===== src/source/camera_pkg.sv =====
/*
 * Shared widths and enums for the exposure-metering path.
 * Raw samples are 10-bit Bayer. Metering keeps only the top 8 bits.
 * Opcode values are fixed by the host protocol and must not move.
 */

`default_nettype none

package camera_pkg;

    localparam int PIXEL_BITS = 10; // Raw Bayer sample
    localparam int METER_BITS = 8;  // Metering result

    typedef enum logic [1:0] {
        IDLE,
        ACCUMULATE,
        REPORT
    } metering_state_t;

    typedef enum logic [7:0] {
        OP_RED_CENTER    = 8'h10,
        OP_GREEN_CENTER  = 8'h11,
        OP_BLUE_CENTER   = 8'h12,
        OP_RED_AVERAGE   = 8'h13,
        OP_GREEN_AVERAGE = 8'h14,
        OP_BLUE_AVERAGE  = 8'h15,
        OP_STATUS        = 8'h20, // Bit 1 average latched, bit 0 centre latched
        OP_FRAME_COUNT   = 8'h21  // Modulo 256
    } camera_opcode_t;

endpackage

`default_nettype wire


===== src/source/bayer_crop.sv =====
/*
 * Fixed crop window on a raw Bayer stream, 1 cycle latency.
 * WIDTH and HEIGHT must be even so each output row starts on a full quad.
 * Counters saturate at the window end, so raw frames may be any size.
 */

`timescale 1ns/1ns
`default_nettype none

module bayer_crop #(
    parameter int X_START = 0,
    parameter int Y_START = 0,
    parameter int WIDTH   = 16,
    parameter int HEIGHT  = 16
) (
    input  logic                              mipi_byte_clock,
    input  logic                              mipi_byte_reset_n,
    input  logic [camera_pkg::PIXEL_BITS-1:0] bayer_data_i,
    input  logic                              line_valid_i,
    input  logic                              frame_valid_i,
    output logic [camera_pkg::PIXEL_BITS-1:0] bayer_data_o,
    output logic                              line_valid_o,
    output logic                              frame_valid_o
);

    import camera_pkg::*;

    localparam int X_BITS = $clog2(X_START + WIDTH + 1);
    localparam int Y_BITS = $clog2(Y_START + HEIGHT + 1);
    localparam logic [X_BITS-1:0] X_FIRST = X_BITS'(X_START);
    localparam logic [X_BITS-1:0] X_LIMIT = X_BITS'(X_START + WIDTH);
    localparam logic [Y_BITS-1:0] Y_FIRST = Y_BITS'(Y_START);
    localparam logic [Y_BITS-1:0] Y_LIMIT = Y_BITS'(Y_START + HEIGHT);

    logic [X_BITS-1:0] column;
    logic [Y_BITS-1:0] row;
    logic              line_valid_q;
    logic              pixel;
    logic              in_window;

    assign pixel = line_valid_i && frame_valid_i;
    assign in_window = pixel && column >= X_FIRST && column < X_LIMIT &&
                       row >= Y_FIRST && row < Y_LIMIT;

    always_ff @(posedge mipi_byte_clock or negedge mipi_byte_reset_n) begin
        if (!mipi_byte_reset_n) begin
            column <= '0;
            row <= '0;
            line_valid_q <= 1'b0;
            line_valid_o <= 1'b0;
            frame_valid_o <= 1'b0;
        end else begin
            line_valid_q <= line_valid_i;
            line_valid_o <= in_window;
            frame_valid_o <= frame_valid_i;

            if (!line_valid_i)
                column <= '0; // Restart at each line
            else if (pixel && column != X_LIMIT)
                column <= column + 1'b1;

            if (!frame_valid_i)
                row <= '0;
            else if (line_valid_q && !line_valid_i && row != Y_LIMIT)
                row <= row + 1'b1; // Falling line valid
        end
    end

    always_ff @(posedge mipi_byte_clock) begin
        bayer_data_o <= bayer_data_i;
    end

endmodule

`default_nettype wire


===== src/source/debayer.sv =====
/*
 * Half-resolution debayer for an RGGB stream, one RGB pixel per 2x2 quad.
 * Each cropped row must hold exactly WIDTH pixels and start on an R sample.
 * Even rows go to the line buffer; odd rows complete the quads.
 * Output comes 1 cycle after the B sample of each quad.
 */

`timescale 1ns/1ns
`default_nettype none

module debayer #(
    parameter int WIDTH = 16
) (
    input  logic                              mipi_byte_clock,
    input  logic                              mipi_byte_reset_n,
    input  logic [camera_pkg::PIXEL_BITS-1:0] bayer_data_i,
    input  logic                              line_valid_i,
    input  logic                              frame_valid_i,
    output logic [camera_pkg::PIXEL_BITS-1:0] red_o,
    output logic [camera_pkg::PIXEL_BITS-1:0] green_o,
    output logic [camera_pkg::PIXEL_BITS-1:0] blue_o,
    output logic                              rgb_valid_o,
    output logic                              frame_valid_o
);

    import camera_pkg::*;

    localparam int COL_BITS = $clog2(WIDTH);

    logic [PIXEL_BITS-1:0] line_buffer [WIDTH];
    logic [PIXEL_BITS-1:0] previous;
    logic [PIXEL_BITS:0]   green_sum;
    logic [COL_BITS-1:0]   column;
    logic [COL_BITS-1:0]   red_column;
    logic                  odd_row;
    logic                  line_valid_q;
    logic                  pixel;
    logic                  quad_done;

    assign pixel = line_valid_i && frame_valid_i;
    assign quad_done = pixel && odd_row && column[0];
    assign red_column = {column[COL_BITS-1:1], 1'b0};

    // G above plus G to the left
    assign green_sum = {1'b0, line_buffer[column]} + {1'b0, previous};

    always_ff @(posedge mipi_byte_clock or negedge mipi_byte_reset_n) begin
        if (!mipi_byte_reset_n) begin
            column <= '0;
            odd_row <= 1'b0;
            line_valid_q <= 1'b0;
            rgb_valid_o <= 1'b0;
            frame_valid_o <= 1'b0;
        end else begin
            line_valid_q <= line_valid_i;
            rgb_valid_o <= quad_done;
            frame_valid_o <= frame_valid_i;

            if (!line_valid_i)
                column <= '0;
            else if (pixel)
                column <= column + 1'b1;

            if (!frame_valid_i)
                odd_row <= 1'b0;
            else if (line_valid_q && !line_valid_i)
                odd_row <= !odd_row; // Row parity flips per line
        end
    end

    always_ff @(posedge mipi_byte_clock) begin
        if (pixel && !odd_row)
            line_buffer[column] <= bayer_data_i; // R G R G row

        if (pixel)
            previous <= bayer_data_i;

        if (quad_done) begin
            red_o <= line_buffer[red_column];
            green_o <= green_sum[PIXEL_BITS:1];
            blue_o <= bayer_data_i;
        end
    end

    // Every row fills the line buffer exactly
    assert property (@(posedge mipi_byte_clock) disable iff (!mipi_byte_reset_n)
        line_valid_q && !line_valid_i |-> column == COL_BITS'(WIDTH));

endmodule

`default_nettype wire


===== src/source/metering.sv =====
/*
 * Per-frame average of the top 8 bits of each colour over a centred
 * WINDOW_SIZE square. WINDOW_SIZE must be a power of two and fit the image.
 * Results update and ready pulses 1 cycle after frame valid falls.
 */

`timescale 1ns/1ns
`default_nettype none

module metering #(
    parameter int IMAGE_WIDTH  = 8,
    parameter int IMAGE_HEIGHT = 8,
    parameter int WINDOW_SIZE  = 4
) (
    input  logic                              mipi_byte_clock,
    input  logic                              mipi_byte_reset_n,
    input  logic [camera_pkg::PIXEL_BITS-1:0] red_i,
    input  logic [camera_pkg::PIXEL_BITS-1:0] green_i,
    input  logic [camera_pkg::PIXEL_BITS-1:0] blue_i,
    input  logic                              rgb_valid_i,
    input  logic                              frame_valid_i,
    output logic [camera_pkg::METER_BITS-1:0] red_o,
    output logic [camera_pkg::METER_BITS-1:0] green_o,
    output logic [camera_pkg::METER_BITS-1:0] blue_o,
    output logic                              metering_ready_o
);

    import camera_pkg::*;

    localparam int SHIFT    = 2 * $clog2(WINDOW_SIZE);
    localparam int SUM_BITS = METER_BITS + SHIFT;
    localparam int X_BITS   = $clog2(IMAGE_WIDTH + 1);
    localparam int Y_BITS   = $clog2(IMAGE_HEIGHT + 1);
    localparam logic [X_BITS-1:0] X_LAST  = X_BITS'(IMAGE_WIDTH - 1);
    localparam logic [X_BITS-1:0] X_FIRST = X_BITS'((IMAGE_WIDTH - WINDOW_SIZE) / 2);
    localparam logic [X_BITS-1:0] X_LIMIT = X_BITS'((IMAGE_WIDTH + WINDOW_SIZE) / 2);
    localparam logic [Y_BITS-1:0] Y_FIRST = Y_BITS'((IMAGE_HEIGHT - WINDOW_SIZE) / 2);
    localparam logic [Y_BITS-1:0] Y_LIMIT = Y_BITS'((IMAGE_HEIGHT + WINDOW_SIZE) / 2);

    metering_state_t     state;
    logic [X_BITS-1:0]   x;
    logic [Y_BITS-1:0]   y;
    logic [SUM_BITS-1:0] red_sum;
    logic [SUM_BITS-1:0] green_sum;
    logic [SUM_BITS-1:0] blue_sum;
    logic                frame_valid_q;
    logic                frame_rise;
    logic                frame_fall;
    logic                in_window;

    assign frame_rise = frame_valid_i && !frame_valid_q;
    assign frame_fall = !frame_valid_i && frame_valid_q;
    assign in_window = x >= X_FIRST && x < X_LIMIT && y >= Y_FIRST && y < Y_LIMIT;
    assign metering_ready_o = state == REPORT;

    always_ff @(posedge mipi_byte_clock or negedge mipi_byte_reset_n) begin
        if (!mipi_byte_reset_n) begin
            state <= IDLE;
            frame_valid_q <= 1'b0;
            x <= '0;
            y <= '0;
            red_sum <= '0;
            green_sum <= '0;
            blue_sum <= '0;
            red_o <= '0;
            green_o <= '0;
            blue_o <= '0;
        end else begin
            frame_valid_q <= frame_valid_i;

            case (state)
                IDLE, REPORT: begin
                    state <= IDLE;
                    if (frame_rise) begin // New frame clears everything
                        state <= ACCUMULATE;
                        x <= '0;
                        y <= '0;
                        red_sum <= '0;
                        green_sum <= '0;
                        blue_sum <= '0;
                    end
                end

                ACCUMULATE: begin
                    if (frame_fall) begin
                        state <= REPORT;
                        red_o <= red_sum[SHIFT +: METER_BITS]; // Divide by window area
                        green_o <= green_sum[SHIFT +: METER_BITS];
                        blue_o <= blue_sum[SHIFT +: METER_BITS];
                    end else if (rgb_valid_i) begin
                        if (in_window) begin
                            red_sum <= red_sum + SUM_BITS'(red_i[PIXEL_BITS-1 -: METER_BITS]);
                            green_sum <= green_sum + SUM_BITS'(green_i[PIXEL_BITS-1 -: METER_BITS]);
                            blue_sum <= blue_sum + SUM_BITS'(blue_i[PIXEL_BITS-1 -: METER_BITS]);
                        end
                        if (x == X_LAST) begin
                            x <= '0;
                            y <= y + 1'b1;
                        end else begin
                            x <= x + 1'b1;
                        end
                    end
                end

                default: state <= IDLE;
            endcase
        end
    end

    // A whole image arrived before the report
    assert property (@(posedge mipi_byte_clock) disable iff (!mipi_byte_reset_n)
        metering_ready_o |-> x == '0 && y == Y_BITS'(IMAGE_HEIGHT));

endmodule

`default_nettype wire


===== src/source/metering_registers.sv =====
/*
 * Result latches and opcode read port for the two metering blocks.
 * Every request gets exactly one response 1 cycle later.
 * Unknown opcodes read as 0. Frame count wraps at 256.
 */

`timescale 1ns/1ns
`default_nettype none

module metering_registers (
    input  logic                              mipi_byte_clock,
    input  logic                              mipi_byte_reset_n,
    input  logic [camera_pkg::METER_BITS-1:0] center_red_i,
    input  logic [camera_pkg::METER_BITS-1:0] center_green_i,
    input  logic [camera_pkg::METER_BITS-1:0] center_blue_i,
    input  logic [camera_pkg::METER_BITS-1:0] average_red_i,
    input  logic [camera_pkg::METER_BITS-1:0] average_green_i,
    input  logic [camera_pkg::METER_BITS-1:0] average_blue_i,
    input  logic                              center_ready_i,
    input  logic                              average_ready_i,
    input  logic [7:0]                        op_code_i,
    input  logic                              op_code_valid_i,
    output logic [7:0]                        response_o,
    output logic                              response_valid_o
);

    import camera_pkg::*;

    logic [METER_BITS-1:0] center_red;
    logic [METER_BITS-1:0] center_green;
    logic [METER_BITS-1:0] center_blue;
    logic [METER_BITS-1:0] average_red;
    logic [METER_BITS-1:0] average_green;
    logic [METER_BITS-1:0] average_blue;
    logic                  center_latched;
    logic                  average_latched;
    logic [7:0]            frame_count;
    logic [7:0]            read_value;

    always_comb begin
        case (camera_opcode_t'(op_code_i))
            OP_RED_CENTER:    read_value = center_red;
            OP_GREEN_CENTER:  read_value = center_green;
            OP_BLUE_CENTER:   read_value = center_blue;
            OP_RED_AVERAGE:   read_value = average_red;
            OP_GREEN_AVERAGE: read_value = average_green;
            OP_BLUE_AVERAGE:  read_value = average_blue;
            OP_STATUS:        read_value = {6'd0, average_latched, center_latched};
            OP_FRAME_COUNT:   read_value = frame_count;
            default:          read_value = 8'd0;
        endcase
    end

    always_ff @(posedge mipi_byte_clock or negedge mipi_byte_reset_n) begin
        if (!mipi_byte_reset_n) begin
            center_red <= '0;
            center_green <= '0;
            center_blue <= '0;
            average_red <= '0;
            average_green <= '0;
            average_blue <= '0;
            center_latched <= 1'b0;
            average_latched <= 1'b0;
            frame_count <= '0;
            response_o <= '0;
            response_valid_o <= 1'b0;
        end else begin
            if (center_ready_i) begin
                center_red <= center_red_i;
                center_green <= center_green_i;
                center_blue <= center_blue_i;
                center_latched <= 1'b1;
                frame_count <= frame_count + 1'b1; // One per completed frame
            end

            if (average_ready_i) begin
                average_red <= average_red_i;
                average_green <= average_green_i;
                average_blue <= average_blue_i;
                average_latched <= 1'b1;
            end

            response_valid_o <= op_code_valid_i;
            if (op_code_valid_i)
                response_o <= read_value;
        end
    end

    // Both metering blocks see the same frame, so they report together
    assert property (@(posedge mipi_byte_clock) disable iff (!mipi_byte_reset_n)
        center_ready_i == average_ready_i);

endmodule

`default_nettype wire


===== src/source/camera_pipeline.sv =====
/*
 * Exposure-metering path on the MIPI byte clock.
 * Crop size must be even; each metering window a power of two no larger
 * than the debayered image of CROP_WIDTH/2 by CROP_HEIGHT/2.
 * The stream never stalls, so there is no back-pressure anywhere.
 */

`timescale 1ns/1ns
`default_nettype none

module camera_pipeline #(
    parameter int CROP_X_START   = 2,
    parameter int CROP_Y_START   = 1,
    parameter int CROP_WIDTH     = 16,
    parameter int CROP_HEIGHT    = 16,
    parameter int CENTER_WINDOW  = 4,
    parameter int AVERAGE_WINDOW = 8
) (
    input  logic                              mipi_byte_clock,
    input  logic                              mipi_byte_reset_n,
    input  logic [camera_pkg::PIXEL_BITS-1:0] bayer_data_i,
    input  logic                              line_valid_i,
    input  logic                              frame_valid_i,
    input  logic [7:0]                        op_code_i,
    input  logic                              op_code_valid_i,
    output logic [7:0]                        response_o,
    output logic                              response_valid_o
);

    import camera_pkg::*;

    logic [PIXEL_BITS-1:0] cropped_data;
    logic                  cropped_line_valid;
    logic                  cropped_frame_valid;

    logic [PIXEL_BITS-1:0] rgb_red;
    logic [PIXEL_BITS-1:0] rgb_green;
    logic [PIXEL_BITS-1:0] rgb_blue;
    logic                  rgb_valid;
    logic                  rgb_frame_valid;

    logic [METER_BITS-1:0] center_red;
    logic [METER_BITS-1:0] center_green;
    logic [METER_BITS-1:0] center_blue;
    logic                  center_ready;
    logic [METER_BITS-1:0] average_red;
    logic [METER_BITS-1:0] average_green;
    logic [METER_BITS-1:0] average_blue;
    logic                  average_ready;

    bayer_crop #(
        .X_START(CROP_X_START),
        .Y_START(CROP_Y_START),
        .WIDTH  (CROP_WIDTH),
        .HEIGHT (CROP_HEIGHT)
    ) i_bayer_crop (
        .mipi_byte_clock  (mipi_byte_clock),
        .mipi_byte_reset_n(mipi_byte_reset_n),
        .bayer_data_i     (bayer_data_i),
        .line_valid_i     (line_valid_i),
        .frame_valid_i    (frame_valid_i),
        .bayer_data_o     (cropped_data),
        .line_valid_o     (cropped_line_valid),
        .frame_valid_o    (cropped_frame_valid)
    );

    debayer #(
        .WIDTH(CROP_WIDTH)
    ) i_debayer (
        .mipi_byte_clock  (mipi_byte_clock),
        .mipi_byte_reset_n(mipi_byte_reset_n),
        .bayer_data_i     (cropped_data),
        .line_valid_i     (cropped_line_valid),
        .frame_valid_i    (cropped_frame_valid),
        .red_o            (rgb_red),
        .green_o          (rgb_green),
        .blue_o           (rgb_blue),
        .rgb_valid_o      (rgb_valid),
        .frame_valid_o    (rgb_frame_valid)
    );

    metering #(
        .IMAGE_WIDTH (CROP_WIDTH / 2),
        .IMAGE_HEIGHT(CROP_HEIGHT / 2),
        .WINDOW_SIZE (CENTER_WINDOW)
    ) center_metering (
        .mipi_byte_clock  (mipi_byte_clock),
        .mipi_byte_reset_n(mipi_byte_reset_n),
        .red_i            (rgb_red),
        .green_i          (rgb_green),
        .blue_i           (rgb_blue),
        .rgb_valid_i      (rgb_valid),
        .frame_valid_i    (rgb_frame_valid),
        .red_o            (center_red),
        .green_o          (center_green),
        .blue_o           (center_blue),
        .metering_ready_o (center_ready)
    );

    metering #(
        .IMAGE_WIDTH (CROP_WIDTH / 2),
        .IMAGE_HEIGHT(CROP_HEIGHT / 2),
        .WINDOW_SIZE (AVERAGE_WINDOW)
    ) average_metering (
        .mipi_byte_clock  (mipi_byte_clock),
        .mipi_byte_reset_n(mipi_byte_reset_n),
        .red_i            (rgb_red),
        .green_i          (rgb_green),
        .blue_i           (rgb_blue),
        .rgb_valid_i      (rgb_valid),
        .frame_valid_i    (rgb_frame_valid),
        .red_o            (average_red),
        .green_o          (average_green),
        .blue_o           (average_blue),
        .metering_ready_o (average_ready)
    );

    metering_registers i_metering_registers (
        .mipi_byte_clock  (mipi_byte_clock),
        .mipi_byte_reset_n(mipi_byte_reset_n),
        .center_red_i     (center_red),
        .center_green_i   (center_green),
        .center_blue_i    (center_blue),
        .average_red_i    (average_red),
        .average_green_i  (average_green),
        .average_blue_i   (average_blue),
        .center_ready_i   (center_ready),
        .average_ready_i  (average_ready),
        .op_code_i        (op_code_i),
        .op_code_valid_i  (op_code_valid_i),
        .response_o       (response_o),
        .response_valid_o (response_valid_o)
    );

endmodule

`default_nettype wire


===== config.mk =====
export PLATFORM = sky130hd
export DESIGN_NAME = camera_pipeline
export DESIGN_NICKNAME = d
export VERILOG_FILES = /design/src/source/camera_pkg.sv /design/src/source/bayer_crop.sv /design/src/source/debayer.sv /design/src/source/metering.sv /design/src/source/metering_registers.sv /design/src/source/camera_pipeline.sv
export SDC_FILE = /design/constraint.sdc
export NUM_CORES = 1
export LEC_CHECK = 0
export BUFFER_PORTS_ARGS = -buffer_cell sky130_fd_sc_hd__buf_4
export CORE_MARGIN = 1.5
export CORE_UTILIZATION = 50
export DETAILED_ROUTE_END_ITERATION = 10
export GPL_ROUTABILITY_DRIVEN = 1
export PLACE_DENSITY = 0.67
export SLEW_MARGIN = 20
export SYNTH_ARGS = -nofsm -noshare
export SYNTH_HDL_FRONTEND = slang
export SYNTH_SLANG_ARGS = --single-unit

===== constraint.sdc =====
create_clock -name mipi_byte_clock -period 9.5 [get_ports mipi_byte_clock]
set_input_delay 1.9 -clock mipi_byte_clock [delete_from_list [all_inputs] [get_ports mipi_byte_clock]]
set_output_delay 1.9 -clock mipi_byte_clock [all_outputs]
set_load 0.005 [all_outputs]

==> impl_metrics.py <==
metrics = {
    "run_status": {
        "status": "finished, final reports clean",
    },
    "sta": {
        "worst_slack_ns": 5.611,
        "hold_violations": 0,
        "worst_pin_slew_ns": 1.077,
        "rsz0062_at_grt": "no",
        "post-route-min-period_ns": 3.889,
        "relSlewSlack": 0.2796,
        "finalSetupTns_ns": 0,
        "clock_skew_ns": 0.02480,
        "finalCritPeriodShare": 0.4094,
        "max_freq_ghz": 0.2571,
        "slew_violations": 0,
        "setup_violations": 0,
    },
    "clock_network": {
        "post_cts_buffers": 0,
        "cts_buffers": 46,
        "clockBufferDepth": 3,
        "cts_tree": "yes",
        "cts_root_buffer": "clkbuf_16",
        "cts_resized": 0,
        "cts_num_sinks": 439,
        "worstSkewPairLatency_ns": 0.59,
        "htreeDepth": 2,
        "path_clk_slew_ns": 0.06,
        "hold_buffers": 0,
    },
    "power": {
        "powerDensity_nw_per_um2": 205.0,
        "vdd.ir_drop.worst_uv": 226.2,
        "total_power_mw": 4.495,
        "p_leak_nw": 8.914,
    },
    "synth": {
        "syn_area_um2": 19560,
        "synth_edf_count": 194,
        "yosysWarnings": 0,
        "yosys.area.top_type_share": 0.3007,
        "syn_nets": 1548,
        "ys_seq_elements": 439,
        "seq_area_frac_synth": 0.6088,
        "synth_area_per_cell_um2": 13.50,
        "yosysTopAreaCell": "dfrtp_1",
        "syn-instance-count": 1449,
        "synth.distinct_cells": 61,
        "synth.area.top_cells": "dfrtp_1, edfxtp_1, mux2_2",
        "synth_ff_type": "dfrtp_1",
        "async_reset_ff_frac": 0.5353,
    },
    "cells_and_area": {
        "diodes": 0,
        "drive_gt1_frac": 0.1908,
        "fin_nets": 1597,
        "syn_to_final_growth_pct": 12.10,
        "final_common_cell": "dfrtp_1",
        "fillers": 3046,
        "layout.cells.most_common_list": "dfrtp_1, edfxtp_1, mux2_2, nand2_1, o21ai_0",
    },
    "placed_design": {
        "port-buffer-count": 31,
        "place_ws_ns": 5.574,
        "routabilityCongestion": 0.8778,
        "dp_hpwl_um": 26400,
    },
    "die": {
        "die_area_um2": 40310,
        "die_w_um": 200.8,
        "num_rows": 72,
        "ios": 32,
        "initial_utilization": 0.5061,
        "coreArea_um2": 38650,
        "die_y_um": 200.8,
    },
    "route": {
        "wl_per_cell_um": 19.49,
        "antenna_left": 0,
        "routed_wl_um": 40030,
        "wl_met2_um": 19850,
        "drt-initial-drc-count": 703,
        "dr.pass1.iters": 5,
        "wl_met3_um": 1502,
        "dr_total_vias": 11547,
        "detail_route.wirelength.met1_um": 17710,
        "highest_layer": "met4",
        "routed_via_density": 5.622,
        "drc": 0,
    },
    "flow_run": {
        "maxCapViolCount": 0,
    },
    "worst_setup_path": {
        "critPathSlowestCell": "buf_4",
        "crit_arrival_ns": 4.23,
        "cp_common_cell": "a21o_1",
        "cp.required_ns": 9.84,
        "crit_chain": "buf_4, mux4_2, mux2_2, nor2_1, a21oi_1, ha_1, a21o_1, a21o_1, a21oi_1, nor2b_1, a311oi_2, a21oi_2, a21o_1",
        "cp-end-kind": "flip-flop",
        "critical_path_class": "flip-flop to flip-flop",
        "path_buf_inv": 1,
        "start_kind": "flip-flop",
        "cp_top_family": "compound AO/OA/AOI/OAI gates",
        "cp_max_fo": 45,
        "max_stage_delay_ns": 0.65,
    },
    "global_route": {
        "grt_start_max_net_pins": 99,
        "grt_pass1_wl_um": 64340,
        "grt_antenna_before_repair": 0,
        "track_usage": 0.2034,
        "overflow": 0,
        "grt_pass1_vias": 11519,
    },
    "hold_path": {
        "hold_path_class": "flip-flop to flip-flop",
    },
}
==> kinds of logic after synthesis <==
logic type	count (synthesis)	share of synthesized area
compound gates	249	0.08240
xor+xnor	73	0.03269
fa+ha+maj	76	0.05092
mux	170	0.1200
simple gates	342	0.08508
flops	439	0.6088
buf+inv	100	0.02015
==> through the flow <==
step	util	cell area, um^2	cells	hold slack [ns]
5_1_grt	0.5673	21920	2054	0.5013
4_1_cts	0.5670	21910	2054	0.4680
6_report	0.5673	21920	2054	0.4625
2_1_floorplan	-	19560	1449	0.4079
3_3_place_gp	0.5284	20420	1968	0.4484
3_5_place_dp	0.5285	20420	1968	0.4542
==> worst reg2reg max path, cell delays in order (launching register included) <==
cell,delay (ns)
dfrtp_2,0.33
buf_4,0.65
mux4_2,0.61
mux2_2,0.28
nor2_1,0.09
a21oi_1,0.05
ha_1,0.35
a21o_1,0.20
a21o_1,0.18
a21oi_1,0.16
nor2b_1,0.07
a311oi_2,0.38
a21oi_2,0.12
a21o_1,0.19
==> power breakdown <==
part           total, mW  leakage (nW)  internal, mW  switching (mW)
logic              0.505          3.14         0.231           0.274
registers           2.22          5.04          2.11           0.114
clock network       1.77         0.739          1.03           0.740
total               4.50          8.91          3.37            1.13
==> final timing paths <==
kind / startpoint / end / slack [ns] / cells after the start
hold / removal: i_metering_registers.center_latched / i_metering_registers.center_latched / 0.46 / 1
max in group asynchronous: mipi_byte_reset_n / average_metering.green_sum[13] / 6.71 / 2
min in group asynchronous: mipi_byte_reset_n / i_metering_registers.frame_count[4] / 1.36 / 1
setup / recovery: i_debayer.column[1] / i_debayer.green_o[9] / 5.61 / 13
setup reg to reg: i_debayer.column[1] / i_debayer.green_o[9] / 5.61 / 13
hold reg to reg: i_metering_registers.center_latched / i_metering_registers.center_latched / 0.46 / 1
==> layout make-up <==
class	instances	area, um^2	share of cell area
clock buffer	63	1276	0.05821
clock inverter	23	211.5	0.009644
inverter	48	180.2	0.008218
multi-input combinational	910	7296	0.3328
sequential	439	11910	0.5431
tap	518	648.1	0.02956
timing repair buffer	53	405.4	0.01849
==> Yosys cell counts, drive strengths merged (11+ instances only) <==
cell / count
dfrtp: 235
edfxtp: 194
mux2: 106
nor2: 87
nand2: 86
o21ai: 80
ha: 70
inv: 48
xnor2: 46
a21oi: 43
mux4: 41
nand3: 37
clkbuf: 31
xor2: 27
mux2i: 23
nor2b: 22
nor3: 22
buf: 21
and2: 20
a21o: 17
o22ai: 15
o31ai: 14
or3: 14
nand2b: 12
a211oi: 11
o21a: 11
==> state kept, by name (all words and copies together), names as in the netlist, 12 cells and up <==
signal and flops:
center_metering.red_sum 12, center_metering.blue_sum 12, average_metering.blue_sum 14, average_metering.red_sum 14, center_metering.green_sum 12, average_metering.green_sum 14, i_debayer.line_buffer 160
==> metal layers <==
| metal | GRT usage | up-vias |
|---|---|---|
| met5 | 0 | - |
| met1 | 0.2751 | 5800 |
| met4 | 0.06955 | 0 |
| li1 | - | 5463 |
| met3 | 0.03052 | 64 |
| met2 | 0.3380 | 220 |
No activity file was read; power rests on OpenSTA's default activity.
